===== config.mk =====
export PLATFORM = sky130hd
export DESIGN_NAME = kbd_subsystem
export DESIGN_NICKNAME = d
export VERILOG_FILES = /design/src/rtl/common.sv /design/src/rtl/kbd_subsystem.sv /design/src/rtl/key_fifo.sv /design/src/rtl/keyboard.sv /design/src/rtl/scancode_decoder.sv
export SDC_FILE = /design/constraint.sdc
export NUM_CORES = 1
export LEC_CHECK = 0
export BUFFER_PORTS_ARGS = -buffer_cell sky130_fd_sc_hd__buf_2
export CAP_MARGIN = 20
export CELL_PAD_IN_SITES_DETAIL_PLACEMENT = 1
export CELL_PAD_IN_SITES_GLOBAL_PLACEMENT = 1
export CORE_MARGIN = 2
export CORE_UTILIZATION = 45
export DETAILED_ROUTE_END_ITERATION = 16
export PLACE_DENSITY_LB_ADDON = 0.1
export SETUP_SLACK_MARGIN = 0.1
export SLEW_MARGIN = 20
export SYNTH_ARGS = -nofsm -noshare
export SYNTH_HDL_FRONTEND = slang
export SYNTH_HIERARCHICAL = 1
export SYNTH_SLANG_ARGS = --single-unit
export TNS_END_PERCENT = 30

===== constraint.sdc =====
create_clock -name clk_i -period 4.3 [get_ports clk_i]
set_input_delay 0 -clock clk_i [delete_from_list [all_inputs] [get_ports clk_i]]
set_output_delay 0 -clock clk_i [all_outputs]
set_load 0.01 [all_outputs]

===== src/rtl/common.sv =====
package common;

    // one byte as it arrives from the device
    typedef logic [7:0] scancode_t;

    // {extended, release, scancode}
    typedef logic [9:0] key_event_t;

    // receiver frame position
    typedef enum logic [1:0] {
        IDLE,
        DATA,
        PARITY,
        STOP
    } kbd_state_t;

    // decoder prefix tracking
    typedef enum logic {
        WAIT_CODE,
        AFTER_PREFIX
    } dec_state_t;

    // prefix bytes of the set 2 scancodes
    localparam scancode_t PREFIX_EXTENDED = 8'hE0;
    localparam scancode_t PREFIX_RELEASE  = 8'hF0;

    // key event queue sizing
    localparam int FIFO_DEPTH = 8;
    localparam int FIFO_PTR_W = $clog2(FIFO_DEPTH);

    typedef logic [FIFO_PTR_W-1:0] fifo_ptr_t;
    typedef logic [FIFO_PTR_W:0]   fifo_count_t;

    // stall timeout inside a frame, in clk_i cycles
    localparam int WATCHDOG_CYCLES = 2000;
    localparam int WATCHDOG_W      = $clog2(WATCHDOG_CYCLES + 1);

    typedef logic [WATCHDOG_W-1:0] wdog_count_t;

endpackage


===== src/rtl/kbd_subsystem.sv =====
module kbd_subsystem (
    input  logic               clk_i,
    input  logic               reset_i,
    input  logic               ps2_clk_i,
    input  logic               ps2_data_i,
    input  logic               pop_i,
    output logic               event_valid_o,
    output common::key_event_t event_o,
    output logic               overflow_o,
    output logic               frame_error_o
);
    import common::*;

    logic       kb_ready;
    scancode_t  kb_scancode;
    logic       dec_valid;
    key_event_t dec_event;

    // frame receiver
    keyboard u_keyboard (
        .clk_i            (clk_i),
        .reset_i          (reset_i),
        .clk_kbd_async_i  (ps2_clk_i),
        .kbd_data_async_i (ps2_data_i),
        .ready_o          (kb_ready),
        .scancode_o       (kb_scancode),
        .frame_error_o    (frame_error_o)
    );

    // frame errors also reset the prefix state
    scancode_decoder u_decoder (
        .clk_i         (clk_i),
        .reset_i       (reset_i),
        .ready_i       (kb_ready),
        .scancode_i    (kb_scancode),
        .frame_error_i (frame_error_o),
        .event_valid_o (dec_valid),
        .event_o       (dec_event)
    );

    key_fifo u_fifo (
        .clk_i       (clk_i),
        .reset_i     (reset_i),
        .push_i      (dec_valid),
        .push_data_i (dec_event),
        .pop_i       (pop_i),
        .valid_o     (event_valid_o),
        .data_o      (event_o),
        .overflow_o  (overflow_o)
    );

endmodule


===== src/rtl/key_fifo.sv =====
module key_fifo (
    input  logic               clk_i,
    input  logic               reset_i,
    input  logic               push_i,
    input  common::key_event_t push_data_i,
    input  logic               pop_i,
    output logic               valid_o,
    output common::key_event_t data_o,
    output logic               overflow_o
);
    import common::*;

    localparam fifo_count_t FULL_COUNT = (FIFO_PTR_W + 1)'(FIFO_DEPTH);

    key_event_t  mem_r [FIFO_DEPTH];
    fifo_ptr_t   wr_ptr_r;
    fifo_ptr_t   rd_ptr_r;
    fifo_count_t count_r;
    logic        do_pop;
    logic        do_push;

    // empty pops are ignored
    assign do_pop  = pop_i && (count_r != '0);
    // a pop in the same cycle frees the slot on a full queue
    assign do_push = push_i && ((count_r != FULL_COUNT) || do_pop);

    always_ff @(posedge clk_i) begin
        if (reset_i) begin
            wr_ptr_r   <= '0;
            rd_ptr_r   <= '0;
            count_r    <= '0;
            overflow_o <= 1'b0;
        end else begin
            if (do_push) begin
                wr_ptr_r <= wr_ptr_r + 1'b1;
            end
            if (do_pop) begin
                rd_ptr_r <= rd_ptr_r + 1'b1;
            end

            case ({do_push, do_pop})
                2'b10:   count_r <= count_r + 1'b1;
                2'b01:   count_r <= count_r - 1'b1;
                default: count_r <= count_r;
            endcase

            // sticky until reset
            if (push_i && !do_push) begin
                overflow_o <= 1'b1;
            end
        end
    end

    always_ff @(posedge clk_i) begin
        if (do_push) begin
            mem_r[wr_ptr_r] <= push_data_i;
        end
    end

    // head shown straight from storage
    assign valid_o = (count_r != '0);
    assign data_o  = mem_r[rd_ptr_r];

endmodule


===== src/rtl/keyboard.sv =====
module keyboard (
    input  logic              clk_i,
    input  logic              reset_i,
    input  logic              clk_kbd_async_i,
    input  logic              kbd_data_async_i,
    output logic              ready_o,
    output common::scancode_t scancode_o,
    output logic              frame_error_o
);
    import common::*;

    localparam wdog_count_t WDOG_LOAD = WATCHDOG_W'(WATCHDOG_CYCLES);

    // two-flop synchronizers, lines idle high
    logic [1:0]  clk_sync_r;
    logic [1:0]  data_sync_r;
    logic        clk_prev_r;
    logic        fall_r;
    logic        data_r;

    kbd_state_t  state_r;
    logic [2:0]  bit_cnt_r;
    scancode_t   shift_r;
    logic        parity_acc_r;
    logic        parity_ok_r;
    wdog_count_t wdog_r;
    logic        wdog_expired;

    always_ff @(posedge clk_i) begin
        if (reset_i) begin
            clk_sync_r  <= 2'b11;
            data_sync_r <= 2'b11;
            clk_prev_r  <= 1'b1;
            fall_r      <= 1'b0;
        end else begin
            clk_sync_r  <= {clk_sync_r[0], clk_kbd_async_i};
            data_sync_r <= {data_sync_r[0], kbd_data_async_i};
            clk_prev_r  <= clk_sync_r[1];
            // registered strobe, data kept aligned with it
            fall_r      <= clk_prev_r & ~clk_sync_r[1];
        end
        data_r <= data_sync_r[1];
    end

    // device stalled mid-frame
    assign wdog_expired = (state_r != IDLE) && !fall_r && (wdog_r == '0);

    always_ff @(posedge clk_i) begin
        if (reset_i) begin
            state_r       <= IDLE;
            bit_cnt_r     <= '0;
            parity_acc_r  <= 1'b0;
            parity_ok_r   <= 1'b0;
            wdog_r        <= WDOG_LOAD;
            ready_o       <= 1'b0;
            frame_error_o <= 1'b0;
        end else begin
            ready_o       <= 1'b0;
            frame_error_o <= 1'b0;

            // reload on every device clock edge, count down otherwise
            if (state_r == IDLE || fall_r) begin
                wdog_r <= WDOG_LOAD;
            end else if (wdog_r != '0) begin
                wdog_r <= wdog_r - 1'b1;
            end

            if (wdog_expired) begin
                state_r       <= IDLE;
                frame_error_o <= 1'b1;
            end else if (fall_r) begin
                case (state_r)
                    IDLE: begin
                        // start bit must be low
                        if (!data_r) begin
                            state_r      <= DATA;
                            bit_cnt_r    <= '0;
                            parity_acc_r <= 1'b0;
                        end
                    end
                    DATA: begin
                        parity_acc_r <= parity_acc_r ^ data_r;
                        bit_cnt_r    <= bit_cnt_r + 1'b1;
                        if (bit_cnt_r == 3'd7) begin
                            state_r <= PARITY;
                        end
                    end
                    PARITY: begin
                        // odd parity over data plus parity bit
                        parity_ok_r <= parity_acc_r ^ data_r;
                        state_r     <= STOP;
                    end
                    STOP: begin
                        if (parity_ok_r && data_r) begin
                            ready_o <= 1'b1;
                        end else begin
                            frame_error_o <= 1'b1;
                        end
                        state_r <= IDLE;
                    end
                    default: state_r <= IDLE;
                endcase
            end
        end
    end

    // lsb first, so shift in from the top
    always_ff @(posedge clk_i) begin
        if (fall_r && state_r == DATA) begin
            shift_r <= {data_r, shift_r[7:1]};
        end
        if (fall_r && state_r == STOP) begin
            scancode_o <= shift_r;
        end
    end

endmodule


===== src/rtl/scancode_decoder.sv =====
module scancode_decoder (
    input  logic               clk_i,
    input  logic               reset_i,
    input  logic               ready_i,
    input  common::scancode_t  scancode_i,
    input  logic               frame_error_i,
    output logic               event_valid_o,
    output common::key_event_t event_o
);
    import common::*;

    dec_state_t state_r;
    logic       ext_pend_r;
    logic       rel_pend_r;
    logic       is_prefix;
    logic       emit;

    assign is_prefix = (scancode_i == PREFIX_EXTENDED) || (scancode_i == PREFIX_RELEASE);
    assign emit      = ready_i && !is_prefix;

    always_ff @(posedge clk_i) begin
        if (reset_i) begin
            state_r       <= WAIT_CODE;
            ext_pend_r    <= 1'b0;
            rel_pend_r    <= 1'b0;
            event_valid_o <= 1'b0;
        end else begin
            event_valid_o <= emit;

            if (frame_error_i) begin
                // a broken sequence must not tag the next key
                state_r    <= WAIT_CODE;
                ext_pend_r <= 1'b0;
                rel_pend_r <= 1'b0;
            end else if (ready_i) begin
                if (scancode_i == PREFIX_EXTENDED) begin
                    ext_pend_r <= 1'b1;
                    state_r    <= AFTER_PREFIX;
                end else if (scancode_i == PREFIX_RELEASE) begin
                    rel_pend_r <= 1'b1;
                    state_r    <= AFTER_PREFIX;
                end else begin
                    ext_pend_r <= 1'b0;
                    rel_pend_r <= 1'b0;
                    state_r    <= WAIT_CODE;
                end
            end
        end
    end

    // flags only count when a prefix was actually seen
    always_ff @(posedge clk_i) begin
        if (emit) begin
            event_o <= {(state_r == AFTER_PREFIX) && ext_pend_r,
                        (state_r == AFTER_PREFIX) && rel_pend_r,
                        scancode_i};
        end
    end

endmodule


==> impl_metrics.yaml <==
outcome:
  status: "finished clean"
detailed_routing:
  post_drt_wl_per_cell_um: 18.3
  firstDrtPassIters: 4
  via_per_inst: 5.28
  wirelength_um: 10900
  ant_nets: 0
  drt_iter0_markers: 180
  vias: 3149
  drc: 0
cts:
  numCtsBuffers: 17
  hold_buffers: 2
  h-tree-depth: 4
  clock_sinks: 151
  post_cts_resized: 0
  clkLatencyLatePin_ps: 420
  cts_buffer_depth: 2
  cts_root_buffer: "clkbuf_16"
  cts_setup_buffers: 0
  clkTransAtPathRegs_ps: 60
  cts_tree: "built"
critical_path:
  crit_family: "simple AND/OR/NAND/NOR gates"
  critPathBufInv: 1
  critPathKind: "reg2reg"
  critPathMaxStageDelay_ps: 450
  start_kind: "flop"
  arrival_ps: 2800
  cp_slowest_cell: "or3_4"
  cp_cell_sequence: "or3_4 -> o21ai_2 -> or2_2 -> inv_1 -> ha_1 -> a21oi_1 -> nor4bb_1 -> o21bai_1 -> a31oi_1"
  endpoint_kind: "flop"
  required_ps: 4640
  critPathMaxFanout: 7
yosys:
  syn-cell-area_um2: 5980
  yosysSeqAreaShare: 0.682
  avgSynthCellArea_um2: 15.8
  ys_ff_latch: 151
  yosys_warnings: 6
  synth-edff-count: 106
  syn-instance-count: 378
  synth_top_cell_by_area: "edfxtp_1"
  synth_nets: 396
  synth_top_area_frac: 0.532
  ys_async_sr_fraction: 0
  ys_types: 60
  synth_flop_cell: "edfxtp_1"
  synth_top_cells_by_area: "edfxtp_1, dfxtp_1, mux4_2"
die:
  die_area_um2: 14200
  core_area_um2: 13100
  io_pins: 18
  initial_core_util: 0.456
  die_w_um: 119
  die_h_um: 119
  fp-row-count: 42
pwr:
  swShare: 0.232
  p_int_w: 0.00278
  p_sw_w: 0.000839
  p_leak_nw: 2.32
  p_seq_frac: 0.446
  power_frac_comb: 0.133
  ir_drop_mv: 0.333
  power.share.clock: 0.421
  power.density_nw_per_um2: 524
cells_and_area:
  final_cell_mix: "edfxtp_1, dfxtp_1, nor2_1"
  nNetsFinal: 425
  area_growth_pct: 15.4
  n_antenna_cell: 0
  final_common_cell: "edfxtp_1"
  drive_above_1_share: 0.248
  design_area_um2: 6900
  fill_cells: 1262
timing:
  hold_viol: 0
  rsz0062_at_grt: "false"
  slew_viol_final: 0
  finalSetupTns_ps: 0
  setup_viol: 0
  period_share: 0.572
  clock.fmax_mhz: 407
  worstMarginPinSlew_ps: 963
  worst_slew_margin_rel: 0.356
  finClkSkew_ps: 5.50
  min_period_ps: 2460
placement:
  place_area_um2: 6280
  gp_congestion: 0.721
  portBuffers: 17
  dp_hpwl_um: 7230
worst_hold_path:
  hold_path_class: "in2reg"
global_routing:
  grt-ovfl-total: 0
  grt_start_max_net_pins: 32
  antenna_found_initial: 0
  grt_pass1_wl_um: 17700
  first_global_vias: 3307
  grt.total_usage: 0.169
run:
  drv_cap: 0
==> power groups by stage <==
stage,Combinational [W],Sequential [W],Clock (W)
2_1_floorplan,0.000402,0.00161,0
3_3_place_gp,0.000480,0.00164,0
3_5_place_dp,0.000484,0.00164,0
4_1_cts,0.000491,0.00161,0.00156
5_1_grt,0.000525,0.00162,0.00162
6_report,0.000481,0.00161,0.00152
==> Yosys cell counts, types with 4 or more instances <==
| library cell | count |
|---|---|
| a21oi_1 | 14 |
| and2_1 | 4 |
| buf_2 | 5 |
| clkbuf_1 | 5 |
| dfxtp_1 | 45 |
| edfxtp_1 | 106 |
| ha_1 | 12 |
| inv_1 | 13 |
| mux2_2 | 10 |
| mux2i_1 | 4 |
| mux4_2 | 20 |
| nand2_1 | 11 |
| nand2b_1 | 5 |
| nand3_1 | 5 |
| nand3b_1 | 4 |
| nor2_1 | 23 |
| nor2b_1 | 5 |
| nor3_1 | 10 |
| o21ai_0 | 5 |
| or2_2 | 8 |
| or3_1 | 4 |
| xnor2_1 | 8 |
| xor2_1 | 4 |
==> routing by layer <==
layer / wire length (um) / GRT usage / up-vias
met2: 5800 / 0.292 / 27
met4: 164 / 0.0684 / 0
met3: 289 / 0.0479 / 10
met5: 0 / 0 / -
li1: - / - / 1498
met1: 4660 / 0.199 / 1614
==> cells by family (layout without fill, tap and decap cells) <==
family / Yosys count / count (layout) / share of synthesized area
flops: 151 / 151 / 0.682
simple gates: 97 / 97 / 0.0937
compound gates: 44 / 44 / 0.0581
mux: 34 / 34 / 0.101
buf+inv: 27 / 69 / 0.0190
fa+ha+maj: 13 / 13 / 0.0284
xor+xnor: 12 / 12 / 0.0176
==> path summary, 6_finish.rpt <==
check                       to                 startpoint  cells past startpoint  slack (ps)
max reg2reg  u_fifo/count_r[3]          u_fifo/count_r[1]                      9        1840
max          u_fifo/count_r[3]          u_fifo/count_r[1]                      9        1840
min reg2reg  u_keyboard/data_r  u_keyboard/data_sync_r[1]                      0         330
min          u_fifo/overflow_o                      pop_i                      4          10
==> tightest hold or removal path, delay by kind of cell <==
kind,cells,cell delay [ps]
buffers and inverters,2,230
AOI/OAI and AO/OA,1,100
and+or+nand+nor,1,70
==> cell type report <==
type                            count  area (um^2)  area share
Sequential cell                   151         4080       0.592
Multi-Input combinational cell    200         1800       0.261
Clock buffer                       17          425      0.0616
Tap cell                          176          220      0.0319
Clock inverter                     15          181      0.0263
Timing Repair Buffer               24          143      0.0207
Inverter                           13         48.8     0.00707
==> registers in the layout, summed over array words and instances (netlist names), 2 cells and up, named ones only <==
register,cells
u_keyboard/scancode_o,8
u_keyboard/bit_cnt_r,3
u_keyboard/shift_r,8
u_keyboard/wdog_r,11
u_decoder/event_o,10
u_fifo/count_r,4
u_fifo/wr_ptr_r,3
u_keyboard/clk_sync_r,2
u_fifo/rd_ptr_r,3
u_keyboard/data_sync_r,2
u_keyboard/state_r,2
u_fifo/mem_r,80
==> per-stage QoR <==
stage / worst slack (ps) / cells / total power, W / utilization / hold slack [ps]
floorplan: 2110 / 378 / 0.00201 / - / 69.4
global placement: 1990 / 562 / 0.00212 / 0.478 / 188
detailed placement: 1890 / 562 / 0.00212 / 0.478 / 190
CTS: 1840 / 596 / 0.00366 / 0.526 / 1.31
global route: 1650 / 596 / 0.00376 / 0.526 / 59.8
finish: 1840 / 596 / 0.00361 / 0.526 / 10.6
Power figures use the tool's default switching activity.
